--- src/design/tpc_pkg.sv ---
// page-table cache shared definitions
package tpc_pkg;

  // sv39 address pieces
  localparam int unsigned VPN_PART_LEN = 9;                // one vpn part, also one tag
  localparam int unsigned VPN_LEN      = 3 * VPN_PART_LEN; // full vpn
  localparam int unsigned PPN_LEN      = 44;               // physical page number
  localparam int unsigned LEVEL_LEN    = 2;                // 0..2 picks vpn0..vpn2

  // configuration port
  localparam int unsigned CSR_DATA_LEN = 16;
  localparam int unsigned CSR_ADDR_LEN = 2;

  // register map
  localparam logic [CSR_ADDR_LEN-1:0] CSR_CTRL   = 2'd0; // bit0 enable, bit1 flush
  localparam logic [CSR_ADDR_LEN-1:0] CSR_HITS   = 2'd1; // hit counter, write clears
  localparam logic [CSR_ADDR_LEN-1:0] CSR_MISSES = 2'd2; // miss counter, write clears

  // bit positions inside CSR_CTRL
  localparam int unsigned CTRL_EN_BIT    = 0;
  localparam int unsigned CTRL_FLUSH_BIT = 1;

  // vpn split into its three parts, vpn2 on top
  typedef struct packed {
    logic [VPN_PART_LEN-1:0] vpn2;
    logic [VPN_PART_LEN-1:0] vpn1;
    logic [VPN_PART_LEN-1:0] vpn0;
  } vpn_parts_t;

  // same vpn word seen flat by the controller and split by the lookup
  typedef union packed {
    logic [VPN_LEN-1:0] flat;
    vpn_parts_t         parts;
  } vpn_u;

endpackage

--- src/design/tpc_regfile.sv ---
// page-table cache entry storage
`timescale 1ns/1ns

module tpc_regfile import tpc_pkg::*; #(
  parameter int unsigned ENTRIES = 8
) (
  input  logic                                      clk_i,
  input  logic                                      rst_ni,
  input  logic                                      wr_en_i,         // write tag and data of one side
  input  logic                                      wr_part_en_i,    // write the partial bit
  input  logic [VPN_PART_LEN-1:0]                   tag_i,
  input  logic [PPN_LEN-1:0]                        data_i,
  input  logic                                      partial_i,       // mebipage, side 0 only
  input  logic                                      flush_i,         // clears all valid bits
  input  logic [ENTRIES-1:0]                        decoded_waddr_i, // one-hot entry select
  input  logic                                      which_side_i,
  output logic [ENTRIES-1:0][1:0][VPN_PART_LEN-1:0] tag_vec_o,
  output logic [ENTRIES-1:0][1:0][PPN_LEN-1:0]      data_vec_o,
  output logic [ENTRIES-1:0]                        partial_vec_o,
  output logic [ENTRIES-1:0]                        valid_vec_o
);

  localparam int unsigned IDX_LEN = $clog2(ENTRIES);

  logic [IDX_LEN-1:0] write_idx; // encoded write address
  logic               addr_ok;   // some bit of the one-hot is set
  logic               do_write;
  logic               do_part;

  // lowest set bit wins if the address is not really one-hot
  always_comb begin
    write_idx = '0;
    for (int k = ENTRIES-1; k >= 0; k--) begin
      if (decoded_waddr_i[k]) write_idx = IDX_LEN'(k);
    end
  end

  assign addr_ok  = |decoded_waddr_i;
  assign do_write = !flush_i && wr_en_i && addr_ok;                 // flush beats write
  assign do_part  = !flush_i && !wr_en_i && wr_part_en_i && addr_ok; // write beats partial

  // valid and partial bits
  always_ff @(posedge clk_i or negedge rst_ni) begin
    if (!rst_ni) begin
      valid_vec_o   <= '0;
      partial_vec_o <= '0;
    end else if (flush_i) begin
      valid_vec_o <= '0;
    end else if (do_write) begin
      valid_vec_o[write_idx] <= 1'b1;
    end else if (do_part) begin
      partial_vec_o[write_idx] <= partial_i;
    end
  end

  // tag and ppn array
  always_ff @(posedge clk_i) begin
    if (do_write) begin
      tag_vec_o[write_idx][which_side_i]  <= tag_i;
      data_vec_o[write_idx][which_side_i] <= data_i;
    end
  end

endmodule

--- src/design/tpc_lookup.sv ---
// page-table cache tag compare
`timescale 1ns/1ns

module tpc_lookup import tpc_pkg::*; #(
  parameter int unsigned ENTRIES = 8
) (
  input  logic                                      clk_i,
  input  logic                                      rst_ni,
  input  vpn_u                                      vpn_i,    // latched by the controller
  input  logic [LEVEL_LEN-1:0]                      level_i,
  input  logic                                      enable_i, // 0 forces a miss
  input  logic [ENTRIES-1:0][1:0][VPN_PART_LEN-1:0] tag_vec_i,
  input  logic [ENTRIES-1:0][1:0][PPN_LEN-1:0]      data_vec_i,
  input  logic [ENTRIES-1:0]                        partial_vec_i,
  input  logic [ENTRIES-1:0]                        valid_vec_i,
  output logic                                      hit_o,
  output logic [PPN_LEN-1:0]                        ppn_o
);

  logic [VPN_PART_LEN-1:0] sel_tag; // part picked by the level
  logic [ENTRIES-1:0][1:0] match;   // per side compare result
  logic                    hit_d;
  logic [PPN_LEN-1:0]      ppn_d;

  // level 0 uses vpn0, level 2 uses vpn2
  always_comb begin
    case (level_i)
      2'd1:    sel_tag = vpn_i.parts.vpn1;
      2'd2:    sel_tag = vpn_i.parts.vpn2;
      default: sel_tag = vpn_i.parts.vpn0;
    endcase
  end

  // all sides in parallel
  always_comb begin
    for (int i = 0; i < ENTRIES; i++) begin
      match[i][0] = valid_vec_i[i] && (tag_vec_i[i][0] == sel_tag);
      match[i][1] = valid_vec_i[i] && !partial_vec_i[i]   // mebipage has no side 1
                    && (tag_vec_i[i][1] == sel_tag);
    end
  end

  // scan downward so the lowest entry, side 0 first, is the last to win
  always_comb begin
    hit_d = 1'b0;
    ppn_d = '0;
    for (int i = ENTRIES-1; i >= 0; i--) begin
      if (match[i][1]) begin
        hit_d = 1'b1;
        ppn_d = data_vec_i[i][1];
      end
      if (match[i][0]) begin
        hit_d = 1'b1;
        ppn_d = data_vec_i[i][0];
      end
    end
  end

  always_ff @(posedge clk_i or negedge rst_ni) begin
    if (!rst_ni) begin
      hit_o <= 1'b0;
    end else begin
      hit_o <= hit_d && enable_i;
    end
  end

  always_ff @(posedge clk_i) begin
    ppn_o <= (hit_d && enable_i) ? ppn_d : '0; // miss returns ppn 0
  end

endmodule

--- src/design/tpc_replace.sv ---
// page-table cache victim selection
`timescale 1ns/1ns

module tpc_replace #(
  parameter int unsigned ENTRIES = 8
) (
  input  logic               clk_i,
  input  logic               rst_ni,
  input  logic [ENTRIES-1:0] valid_vec_i,
  input  logic               alloc_i,        // victim taken, advance the pointer
  output logic [ENTRIES-1:0] victim_onehot_o
);

  localparam int unsigned IDX_LEN = $clog2(ENTRIES);

  logic [IDX_LEN-1:0] ptr_q;      // round-robin pointer
  logic [IDX_LEN-1:0] free_idx;   // lowest invalid entry
  logic [IDX_LEN-1:0] victim_idx;

  always_comb begin
    free_idx = '0;
    for (int k = ENTRIES-1; k >= 0; k--) begin
      if (!valid_vec_i[k]) free_idx = IDX_LEN'(k);
    end
  end

  assign victim_idx      = (&valid_vec_i) ? ptr_q : free_idx; // full cache falls back to rr
  assign victim_onehot_o = ENTRIES'(1) << victim_idx;

  always_ff @(posedge clk_i or negedge rst_ni) begin
    if (!rst_ni) begin
      ptr_q <= '0;
    end else if (alloc_i) begin
      ptr_q <= (victim_idx == IDX_LEN'(ENTRIES-1)) ? '0 : victim_idx + 1'b1; // wrap
    end
  end

endmodule

--- src/design/tpc_ctrl.sv ---
// page-table cache handshake controller
`timescale 1ns/1ns

module tpc_ctrl import tpc_pkg::*; #(
  parameter int unsigned ENTRIES = 8
) (
  input  logic                 clk_i,
  input  logic                 rst_ni,
  input  logic                 lkp_req_i,
  input  logic [VPN_LEN-1:0]   lkp_vpn_i,
  input  logic [LEVEL_LEN-1:0] lkp_level_i,
  input  logic                 lkp_hit_i,       // registered lookup result
  input  logic [PPN_LEN-1:0]   lkp_ppn_i,
  input  logic                 fill_req_i,
  input  logic                 fill_side_i,
  input  logic                 flush_i,
  input  logic [ENTRIES-1:0]   victim_onehot_i,
  output logic                 lkp_ack_o,
  output logic                 lkp_hit_o,
  output logic [PPN_LEN-1:0]   lkp_ppn_o,
  output vpn_u                 lkp_vpn_o,       // latched vpn to the lookup
  output logic [LEVEL_LEN-1:0] lkp_level_o,
  output logic                 lkp_done_o,      // one pulse per completed lookup
  output logic                 fill_ack_o,
  output logic                 wr_en_o,
  output logic                 wr_part_en_o,
  output logic                 which_side_o,
  output logic [ENTRIES-1:0]   waddr_o,
  output logic                 alloc_o
);

  // state encoding
  localparam logic [2:0] IDLE      = 3'd0;
  localparam logic [2:0] LKP_WAIT  = 3'd1;
  localparam logic [2:0] FILL_WR   = 3'd2;
  localparam logic [2:0] FILL_PART = 3'd3;
  localparam logic [2:0] ACK       = 3'd4;

  logic [2:0]         state_q;
  logic               is_fill_q;  // current op is a fill
  logic               side_q;     // side of the current fill
  logic               fresh_q;    // first ack cycle of a lookup
  logic               hit_q;      // result held through a long ack
  logic [PPN_LEN-1:0] ppn_q;
  logic [ENTRIES-1:0] last_q;     // last allocated entry, one-hot

  always_ff @(posedge clk_i or negedge rst_ni) begin
    if (!rst_ni) begin
      state_q     <= IDLE;
      is_fill_q   <= 1'b0;
      side_q      <= 1'b0;
      fresh_q     <= 1'b0;
      hit_q       <= 1'b0;
      ppn_q       <= '0;
      last_q      <= '0;
      lkp_vpn_o   <= '0;
      lkp_level_o <= '0;
    end else begin
      fresh_q <= 1'b0;
      case (state_q)
        IDLE: begin
          if (!flush_i && fill_req_i) begin // fill wins the tie
            is_fill_q <= 1'b1;
            side_q    <= fill_side_i;
            state_q   <= FILL_WR;
          end else if (!flush_i && lkp_req_i) begin
            is_fill_q      <= 1'b0;
            lkp_vpn_o.flat <= lkp_vpn_i;
            lkp_level_o    <= lkp_level_i;
            state_q        <= LKP_WAIT;
          end
        end
        LKP_WAIT: begin          // lookup registers its result here
          fresh_q <= 1'b1;
          state_q <= ACK;
        end
        FILL_WR: begin
          if (!side_q) last_q <= victim_onehot_i;
          state_q <= side_q ? ACK : FILL_PART;
        end
        FILL_PART: state_q <= ACK;
        ACK: begin
          if (fresh_q) begin     // freeze the result for the rest of the ack
            hit_q <= lkp_hit_i;
            ppn_q <= lkp_ppn_i;
          end
          if (is_fill_q ? !fill_req_i : !lkp_req_i) state_q <= IDLE;
        end
        default: state_q <= IDLE;
      endcase
    end
  end

  // handshake outputs
  assign lkp_ack_o  = (state_q == ACK) && !is_fill_q;
  assign fill_ack_o = (state_q == ACK) && is_fill_q;
  assign lkp_hit_o  = fresh_q ? lkp_hit_i : hit_q;
  assign lkp_ppn_o  = fresh_q ? lkp_ppn_i : ppn_q;
  assign lkp_done_o = fresh_q; // counters step in the first ack cycle

  // regfile write sequencing
  assign wr_en_o      = (state_q == FILL_WR);
  assign wr_part_en_o = (state_q == FILL_PART);
  assign which_side_o = side_q;
  assign waddr_o      = (state_q == FILL_WR && !side_q) ? victim_onehot_i : last_q;
  assign alloc_o      = (state_q == FILL_WR) && !side_q && !flush_i; // lost write, keep ptr

endmodule

--- src/design/tpc_csr.sv ---
// page-table cache configuration block
`timescale 1ns/1ns

module tpc_csr import tpc_pkg::*; (
  input  logic                    clk_i,
  input  logic                    rst_ni,
  input  logic                    cfg_req_i,
  input  logic                    cfg_we_i,
  input  logic [CSR_ADDR_LEN-1:0] cfg_addr_i,
  input  logic [CSR_DATA_LEN-1:0] cfg_wdata_i,
  input  logic                    lkp_done_i, // a lookup just completed
  input  logic                    lkp_hit_i,
  output logic                    cfg_ack_o,
  output logic [CSR_DATA_LEN-1:0] cfg_rdata_o,
  output logic                    enable_o,
  output logic                    flush_o     // one-cycle pulse
);

  logic                    accept;  // request seen, ack not yet up
  logic                    wr_acc;
  logic [CSR_DATA_LEN-1:0] hits_q;
  logic [CSR_DATA_LEN-1:0] misses_q;
  logic [CSR_DATA_LEN-1:0] rdata_d;

  assign accept  = cfg_req_i && !cfg_ack_o;
  assign wr_acc  = accept && cfg_we_i;
  assign flush_o = wr_acc && (cfg_addr_i == CSR_CTRL) && cfg_wdata_i[CTRL_FLUSH_BIT];

  // read mux, flush bit always reads 0
  always_comb begin
    case (cfg_addr_i)
      CSR_CTRL:   rdata_d = CSR_DATA_LEN'(enable_o);
      CSR_HITS:   rdata_d = hits_q;
      CSR_MISSES: rdata_d = misses_q;
      default:    rdata_d = '0;
    endcase
  end

  always_ff @(posedge clk_i or negedge rst_ni) begin
    if (!rst_ni) begin
      cfg_ack_o <= 1'b0;
      enable_o  <= 1'b0;
      hits_q    <= '0;
      misses_q  <= '0;
    end else begin
      if (accept) cfg_ack_o <= 1'b1;
      else if (!cfg_req_i) cfg_ack_o <= 1'b0; // drop one cycle after req
      if (wr_acc && cfg_addr_i == CSR_CTRL) enable_o <= cfg_wdata_i[CTRL_EN_BIT];
      // a write clears, else count with saturation
      if (wr_acc && cfg_addr_i == CSR_HITS) begin
        hits_q <= '0;
      end else if (lkp_done_i && lkp_hit_i && !(&hits_q)) begin
        hits_q <= hits_q + 1'b1;
      end
      if (wr_acc && cfg_addr_i == CSR_MISSES) begin
        misses_q <= '0;
      end else if (lkp_done_i && !lkp_hit_i && !(&misses_q)) begin
        misses_q <= misses_q + 1'b1;
      end
    end
  end

  always_ff @(posedge clk_i) begin
    if (accept) cfg_rdata_o <= rdata_d; // held for the whole ack
  end

endmodule

--- src/design/tpc_top.sv ---
// page-table cache top level
`timescale 1ns/1ns

module tpc_top import tpc_pkg::*; #(
  parameter int unsigned ENTRIES = 8
) (
  input  logic                    clk_i,
  input  logic                    rst_ni,
  // lookup port
  input  logic                    lkp_req_i,
  input  logic [VPN_LEN-1:0]      lkp_vpn_i,
  input  logic [LEVEL_LEN-1:0]    lkp_level_i,
  output logic                    lkp_ack_o,
  output logic                    lkp_hit_o,
  output logic [PPN_LEN-1:0]      lkp_ppn_o,
  // fill port from the walker
  input  logic                    fill_req_i,
  input  logic [VPN_PART_LEN-1:0] fill_tag_i,
  input  logic [PPN_LEN-1:0]      fill_ppn_i,
  input  logic                    fill_side_i,
  input  logic                    fill_partial_i,
  output logic                    fill_ack_o,
  // configuration port
  input  logic                    cfg_req_i,
  input  logic                    cfg_we_i,
  input  logic [CSR_ADDR_LEN-1:0] cfg_addr_i,
  input  logic [CSR_DATA_LEN-1:0] cfg_wdata_i,
  output logic                    cfg_ack_o,
  output logic [CSR_DATA_LEN-1:0] cfg_rdata_o
);

  logic                                      wr_en, wr_part_en, which_side, alloc;
  logic [ENTRIES-1:0]                        waddr, victim_onehot;
  logic [ENTRIES-1:0][1:0][VPN_PART_LEN-1:0] tag_vec;
  logic [ENTRIES-1:0][1:0][PPN_LEN-1:0]      data_vec;
  logic [ENTRIES-1:0]                        partial_vec, valid_vec;
  vpn_u                                      lkp_vpn;      // latched lookup vpn
  logic [LEVEL_LEN-1:0]                      lkp_level;
  logic                                      res_hit;      // lookup register output
  logic [PPN_LEN-1:0]                        res_ppn;
  logic                                      lkp_done, enable, flush;

  tpc_ctrl #(.ENTRIES(ENTRIES)) u_ctrl (
    .clk_i, .rst_ni, .lkp_req_i, .lkp_vpn_i, .lkp_level_i,
    .lkp_hit_i(res_hit), .lkp_ppn_i(res_ppn),
    .fill_req_i, .fill_side_i, .flush_i(flush), .victim_onehot_i(victim_onehot),
    .lkp_ack_o, .lkp_hit_o, .lkp_ppn_o,
    .lkp_vpn_o(lkp_vpn), .lkp_level_o(lkp_level), .lkp_done_o(lkp_done),
    .fill_ack_o, .wr_en_o(wr_en), .wr_part_en_o(wr_part_en),
    .which_side_o(which_side), .waddr_o(waddr), .alloc_o(alloc)
  );

  // fill payload goes straight from the port, held by the handshake
  tpc_regfile #(.ENTRIES(ENTRIES)) u_regfile (
    .clk_i, .rst_ni, .wr_en_i(wr_en), .wr_part_en_i(wr_part_en),
    .tag_i(fill_tag_i), .data_i(fill_ppn_i), .partial_i(fill_partial_i),
    .flush_i(flush), .decoded_waddr_i(waddr), .which_side_i(which_side),
    .tag_vec_o(tag_vec), .data_vec_o(data_vec),
    .partial_vec_o(partial_vec), .valid_vec_o(valid_vec)
  );

  tpc_lookup #(.ENTRIES(ENTRIES)) u_lookup (
    .clk_i, .rst_ni, .vpn_i(lkp_vpn), .level_i(lkp_level), .enable_i(enable),
    .tag_vec_i(tag_vec), .data_vec_i(data_vec),
    .partial_vec_i(partial_vec), .valid_vec_i(valid_vec),
    .hit_o(res_hit), .ppn_o(res_ppn)
  );

  tpc_replace #(.ENTRIES(ENTRIES)) u_replace (
    .clk_i, .rst_ni, .valid_vec_i(valid_vec), .alloc_i(alloc),
    .victim_onehot_o(victim_onehot)
  );

  // counters see the held hit, one pulse per lookup
  tpc_csr u_csr (
    .clk_i, .rst_ni, .cfg_req_i, .cfg_we_i, .cfg_addr_i, .cfg_wdata_i,
    .lkp_done_i(lkp_done), .lkp_hit_i(lkp_hit_o),
    .cfg_ack_o, .cfg_rdata_o, .enable_o(enable), .flush_o(flush)
  );

endmodule

--- config.mk ---
export PLATFORM = sky130hd
export DESIGN_NAME = tpc_top
export DESIGN_NICKNAME = d
export VERILOG_FILES = /design/src/design/tpc_pkg.sv /design/src/design/tpc_regfile.sv /design/src/design/tpc_lookup.sv /design/src/design/tpc_replace.sv /design/src/design/tpc_ctrl.sv /design/src/design/tpc_csr.sv /design/src/design/tpc_top.sv
export SDC_FILE = /design/constraint.sdc
export NUM_CORES = 1
export LEC_CHECK = 0
export BUFFER_PORTS_ARGS = -buffer_cell sky130_fd_sc_hd__clkbuf_2
export CELL_PAD_IN_SITES_DETAIL_PLACEMENT = 0
export CELL_PAD_IN_SITES_GLOBAL_PLACEMENT = 2
export CORE_AREA = 2 2 314 316
export DETAILED_ROUTE_END_ITERATION = 8
export DIE_AREA = 0 0 316 318
export HOLD_SLACK_MARGIN = 0.06
export PLACE_DENSITY_LB_ADDON = 0.15
export SYNTH_ARGS = -nofsm -noshare
export SYNTH_HDL_FRONTEND = slang
export SYNTH_HIERARCHICAL = 1
export SYNTH_SLANG_ARGS = --single-unit
--- constraint.sdc ---
create_clock -name clk_i -period 8.53 [get_ports clk_i]
set_clock_uncertainty 0.1 [all_clocks]
set_input_delay 0.4265 -clock clk_i [delete_from_list [all_inputs] [get_ports clk_i]]
set_output_delay 0.4265 -clock clk_i [all_outputs]
set_load 0.005 [all_outputs]
==> impl_metrics.yaml, run 1 <==
clocking:
  cts_tree: "yes"
  clock_latency_ns: 0.68
  numCtsBuffers: 110
  clock-sinks: 1050
  cts_buffer_depth: 3
  htree_levels: 3
  cts_resized: 0
  clkTransAtPathRegs_ns: 0.06
  clock-root-buffer: "clkbuf_16"
pwr:
  leakagePower_nw: 17.22
  vdd_drop_max_mv: 0.1727
  power_density_nw_per_um2: 288.8
layout:
  most-common-layout-cells: "864 x edfxtp_1, 160 x a21oi_1, 156 x clkbuf_2, 155 x nand2_1, 141 x dfrtp_1"
  nets: 3249
  multi_input_area_um2: 11890
  mostFrequentLayoutCell: "edfxtp_1"
  fin_cells: 4517
  seq_area_um2: 30380
  n_fill_cell: 8157
  postLayoutCellArea_um2: 49540
  layout-drive-gt1-share_pct: 19.34
  area_growth_pct: 14.36
floorplan:
  coreArea_um2: 97410
  die_w_um: 316
  io_pins: 172
  die-area_um2: 100500
  die_y_um: 318
  start_util_pct: 44.47
  rows: 115
sta:
  grt_setup_unrepaired: "no"
  fmax_ghz: 0.1599
  drv_slew: 0
  worst_pin_slew_ns: 1.284
  fin_tns_setup_ns: 0
  setup_viol: 0
  period_share_pct: 73.31
  whs_ns: 0.07666
  max_slew_margin_pct: 13.85
  layout_min_cycle_time_ns: 6.253
  hold_viol: 0
logic_synthesis:
  synth_area_leaders: "edfxtp_1 60%, dfrtp_1 8.2%, mux2_2 2.1%"
  synth_edf_count: 864
  yosysTopAreaCell: "edfxtp_1"
  synth_seq_cells: 1050
  synth_top_area_share_pct: 59.90
  ys_seq_area_share_pct: 70.13
  yosys_most_used_dff: "edfxtp_1"
  synth.avg_cell_area_um2: 14.92
  syn-num-nets: 3021
  ys_types: 104
  syn_inst: 2903
  ys_warn_count: 6
  netlist_area_um2: 43320
  synthArstFlopShare_pct: 13.52
setup_path:
  rr_startpoint: "u_ctrl/lkp_level_o[0]"
  arrival_ns: 6.75
  crit_fanout: 44
  r2r_slack_ns: 2.28
  worst_ep_required_time_ns: 9.03
  cp_top_family: "simple AND/OR/NAND/NOR gates"
  cp-start-kind: "flip-flop"
  end_kind: "flip-flop"
  cp_num_buf_inv: 2
  cpPeakStageDelay_ns: 0.85
  crit_path_top_delay_cell: "ha_1"
  critical_path_class: "flip-flop to flip-flop"
  ff2ff_path_depth: 13
  worstPathCellList: "inv_1 -> ha_1 -> nor2b_1 -> or2_2 -> xnor2_1 -> nor4_4 -> nand2_4 -> and3_1 -> nand4_1 -> o21a_2 -> buf_4 -> o221ai_1 -> a21oi_1"
  r2r_end: "u_lookup/ppn_o[34]"
grt:
  antenna_found_initial: 9
  grt.total_usage_pct: 24.99
  grt_max_degree: 78
  grt_pass1_vias: 27150
  use_met2_pct: 40.09
  globalRouteMet3Util_pct: 3.626
  grt_first_pass_wirelength_um: 183700
  top_usage_layer: "met2"
  gr-usage-met1_pct: 35.57
  overflow: 0
detailed_routing:
  vias: 27240
  wire_per_inst_um: 27.89
  drtIter0Drc: 2767
  viasPerCell: 6.029
  drt-total-wl_um: 126000
  ant_nets: 0
  firstDrtPassIters: 5
  drc: 0
outcome:
  status: "finished clean"
run:
  maxCapViolations: 0
hold_path:
  hp-class: "input port to flip-flop"
  hp-start: "fill_ppn_i[12]"
  holdPathStages: 1
  hold_end: "u_regfile/data_vec_o[188]"
placed_design:
  port_buffers: 157
  numPlacedInstances: 4234
  hpwlAfterDp_um: 69530
  dpl_cell_area_um2: 45290
  routabilityCongestion: 0.7795
## flip-flops by register name, summed over array words and instances, names as in the netlist, 2 cells and up
name / flops
u_ctrl/lkp_vpn_o: 27
u_regfile/partial_vec_o: 8
u_ctrl/lkp_level_o: 2
u_csr/misses_q: 16
u_regfile/data_vec_o: 704
u_regfile/valid_vec_o: 8
u_csr/cfg_rdata_o: 16
u_replace/ptr_q: 3
u_ctrl/last_q: 8
u_ctrl/ppn_q: 44
u_csr/hits_q: 16
u_ctrl/state_q: 3
u_regfile/tag_vec_o: 144
u_lookup/ppn_o: 44
## how the worst max path moves through the flow
stage,slack (ns),from,endpoint,cells after the start
detailed placement,2.28,u_ctrl/lkp_level_o[0],u_lookup/ppn_o[15],15
floorplan,1.82,u_regfile/valid_vec_o[4],u_regfile/data_vec_o[0],12
CTS,2.25,u_ctrl/lkp_level_o[0],u_lookup/ppn_o[15],15
global route,1.91,u_ctrl/lkp_level_o[0],u_lookup/ppn_o[35],13
finish,2.28,u_ctrl/lkp_level_o[0],u_lookup/ppn_o[34],13
global placement,2.34,u_ctrl/lkp_level_o[0],u_lookup/ppn_o[24],15
## synthesized netlist by cell type, types with 17 or more instances
cell type,n
nand2_1,157
xor2_1,63
nor2_1,106
nand4_1,43
o21ai_0,88
a221oi_1,26
o22ai_1,29
buf_4,18
mux2_4,51
a211oi_1,39
a221o_1,18
a31oi_1,39
a21oi_1,160
nor4_1,17
xnor2_1,77
mux2_2,81
o221ai_1,99
inv_1,28
nand3_1,71
dfrtp_1,142
dfxtp_1,44
nor3_1,55
clkbuf_1,76
edfxtp_1,864
buf_6,20
a22oi_1,31
and3_1,53
a22o_1,33
nor2b_1,17
or3_1,32
buf_2,54
o211ai_1,20
## power by group
| part | internal [mW] | switching (mW) | leakage, nW |
|---|---|---|---|
| registers | 5.97 | 0.274 | 9.98 |
| clock network | 2.69 | 1.96 | 1.73 |
| logic | 1.22 | 2.19 | 5.50 |
## stage by stage
step / utilization, % / worst slack (ns) / power, mW
6_report: 50.85 / 2.277 / 14.31
2_1_floorplan: - / 1.816 / 8.879
3_5_place_dp: 46.50 / 2.281 / 9.716
3_3_place_gp: 46.50 / 2.341 / 9.632
4_1_cts: 50.84 / 2.247 / 14.40
5_1_grt: 50.85 / 1.906 / 14.93
## layer usage
metal / part of all wire, % / wire length [um]
met3: 7.4 / 9303
met4: 2.1 / 2685
met2: 47 / 59110
met1: 44 / 54890
met5: 0 / 0
## cell type report
| type | count | share of cell area [%] |
|---|---|---|
| clock buffer | 154 | 6.198 |
| multi-input combinational | 1644 | 23.99 |
| timing repair buffer | 296 | 4.094 |
| sequential | 1050 | 61.33 |
| antenna | 4 | 0.02021 |
| clock inverter | 53 | 0.8966 |
| inverter | 29 | 0.2197 |
| tap | 1287 | 3.251 |
## cell families (layout without fill, tap and decap cells)
kind of cell | after synthesis | after routing | share of synthesized area (%)
flops | 1050 | 1050 | 70.13
compound gates | 666 | 666 | 10.92
buf+inv | 209 | 532 | 2.758
simple gates | 686 | 686 | 8.931
fa+ha+maj | 10 | 10 | 0.2889
xor+xnor | 141 | 141 | 2.868
other cells | 0 | 4 | 0
mux | 141 | 141 | 4.102
## repair_timing
item                                   CTS  global route
hold buffers                            72             0
endpoints found under the hold margin  576             0
setup buffers                            0             0
Note: power is estimated with default switching activity, not from simulation.
==> run 2, diff against run 1 <==
==> constraint.sdc (replaced) <==
create_clock -name clk_i -period 5.8 [get_ports clk_i]
set_clock_uncertainty 0.1 [all_clocks]
set_input_delay 0.29 -clock clk_i [delete_from_list [all_inputs] [get_ports clk_i]]
set_output_delay 0.29 -clock clk_i [all_outputs]
set_load 0.005 [all_outputs]
==> run 2 against run 1 <==
Effect of this change: core utilization grew 0.91 points; first-iteration DRC count shrank 4.1%; total power grew 50%; via count grew 0.17%; sequential cell count is the same; design area grew 1.8%; routed wire length shrank 0.23%; clock power grew 52%; non-clock buffer count grew 55; register-to-register slack lost 1.7 ns; largest cell class unchanged.
==> impl_metrics.yaml, run 2 (synthesized netlist as in run 1, its figures left out) <==
outcome:
  status: "finished clean"
layout:
  n_fill_cell: 8123
  nets: 3307
  top_regs: "u_regfile/data_vec_o: 704 flops, u_regfile/tag_vec_o: 144 flops"
  largest_reg_flops: 704
  mostFrequentLayoutCell: "edfxtp_1"
  utilization_pct: 51.77
  most-common-layout-cells: "864 x edfxtp_1, 160 x a21oi_1, 156 x clkbuf_2, 155 x nand2_1, 141 x dfrtp_1"
  area_growth_pct: 16.41
  top_register: "u_regfile/data_vec_o"
  layout-drive-gt1-share_pct: 20.24
sta:
  fmax_ghz: 0.1931
  fin_tns_setup_ns: 0
  hold_viol: 0
  max_slew_margin_pct: 20.81
  period_share_pct: 89.31
  grt_setup_unrepaired: "no"
  layout_min_cycle_time_ns: 5.180
  setup_viol: 0
  drv_slew: 0
  worst_pin_slew_ns: 1.185
clocking:
  htree_levels: 3
  clock-sinks: 1050
  clock_latency_ns: 0.69
  post-cts-setup-buffers: 0
  cts_resized: 0
  cts_tree: "yes"
  cts_buffer_depth: 3
  clkTransAtPathRegs_ns: 0.06
  clock-root-buffer: "clkbuf_16"
  numCtsBuffers: 113
detailed_routing:
  viasPerCell: 5.959
  drt-total-wl_um: 125700
  drc: 0
  drtIter0Drc: 2654
  vias: 27280
  wire_per_inst_um: 27.46
  firstDrtPassIters: 6
  ant_nets: 0
grt:
  overflow: 0
  antenna_found_initial: 11
  grt_first_pass_wirelength_um: 184000
  grt_max_degree: 76
  grt_pass1_vias: 27330
  grt.total_usage_pct: 25.04
floorplan:
  die-area_um2: 100500
  start_util_pct: 44.47
  die_w_um: 316
  coreArea_um2: 97410
  io_pins: 172
  rows: 115
  die_y_um: 318
setup_path:
  worst_ep_required_time_ns: 6.23
  cp-start-kind: "flip-flop"
  cpPeakStageDelay_ns: 0.76
  worst_path_most_repeated_cell: "buf_4"
  cp_num_buf_inv: 5
  crit_fanout: 23
  critical_path_class: "flip-flop to flip-flop"
  cp_top_family: "simple AND/OR/NAND/NOR gates"
  crit_path_top_delay_cell: "nor2_1"
  arrival_ns: 5.61
  end_kind: "flip-flop"
  worstPathCellList: "inv_1 -> ha_1 -> buf_4 -> nor2b_2 -> or2_1 -> buf_4 -> buf_4 -> xor2_1 -> and4_4 -> and4_4 -> nor2_1 -> nand4_1 -> o21a_2 -> buf_4 -> o221ai_1 -> a21oi_1"
placed_design:
  port_buffers: 157
  hpwlAfterDp_um: 73200
  routabilityCongestion: 0.7843
run:
  maxCapViolations: 0
pwr:
  power_density_nw_per_um2: 426.1
  vdd_drop_max_mv: 0.2453
  leakagePower_nw: 17.66
hold_path:
  hp-class: "input port to asynchronous set/reset pin"
[run 2: where the power goes]
group	total [mW]	internal, mW	switching (mW)
registers	9.16	8.78	0.383
clock network	7.07	4.14	2.93
logic	5.25	1.95	3.31
[run 2: per-stage QoR]
stage          hold slack (ns)  setup WS [ns]  total power, mW  cell area (um2)  instances
5_1_grt                 0.1009         0.4114            22.41            50420       4577
3_5_place_dp            0.2648         0.7149            14.50            45860       4272
4_1_cts                0.06410         0.6554            21.64            50420       4577
2_1_floorplan          -0.1056        -0.9144            13.07            43350       2903
6_report               0.09740         0.6202            21.49            50430       4578
3_3_place_gp            0.2534         0.7793            14.37            45860       4272
[run 2: per-layer routing]
metal	routed length [um]	vias up	part of all wire [%]	GRT usage (%)
met5	14	-	0.011	0
met3	9518	180	7.6	4.415
met1	55560	14040	44	36.25
met2	58090	1056	46	39.16
li1	-	12010	-	-
met4	2514	2	2.0	6.340
[run 2: what timing repair did]
item / CTS / global route
hold buffers: 89 / 0
hold endpoints to repair: 887 / 0
endpoints found under the setup margin: 0 / 0
[run 2: worst paths after layout]
check | from | endpoint | slack, ns | depth (start not counted)
min in group clk_i | fill_tag_i[0] | u_regfile/tag_vec_o[63] | 0.10 | 1
hold / removal | rst_ni | u_csr/misses_q[10] | 0.1 | 2
setup reg to reg | u_ctrl/lkp_level_o[0] | u_lookup/ppn_o[36] | 0.62 | 16
setup / recovery | u_ctrl/lkp_level_o[0] | u_lookup/ppn_o[36] | 0.62 | 16
hold reg to reg | u_regfile/partial_vec_o[1] | u_regfile/partial_vec_o[1] | 0.40 | 1
max in group asynchronous | rst_ni | u_ctrl/lkp_done_o | 4.05 | 3
[run 2: area by class of cell]
type / instances / area (um2) / area share, %
flip-flops and latches: 1050 / 30380 / 60.25
multi-input cells: 1644 / 11930 / 23.67
clock buffers: 141 / 2995 / 5.940
repair buffers: 351 / 2721 / 5.397
well taps: 1287 / 1610 / 3.193
clock inverters: 75 / 673.1 / 1.335
inverters: 29 / 108.9 / 0.2159
diodes: 1 / 2.502 / 0.004963
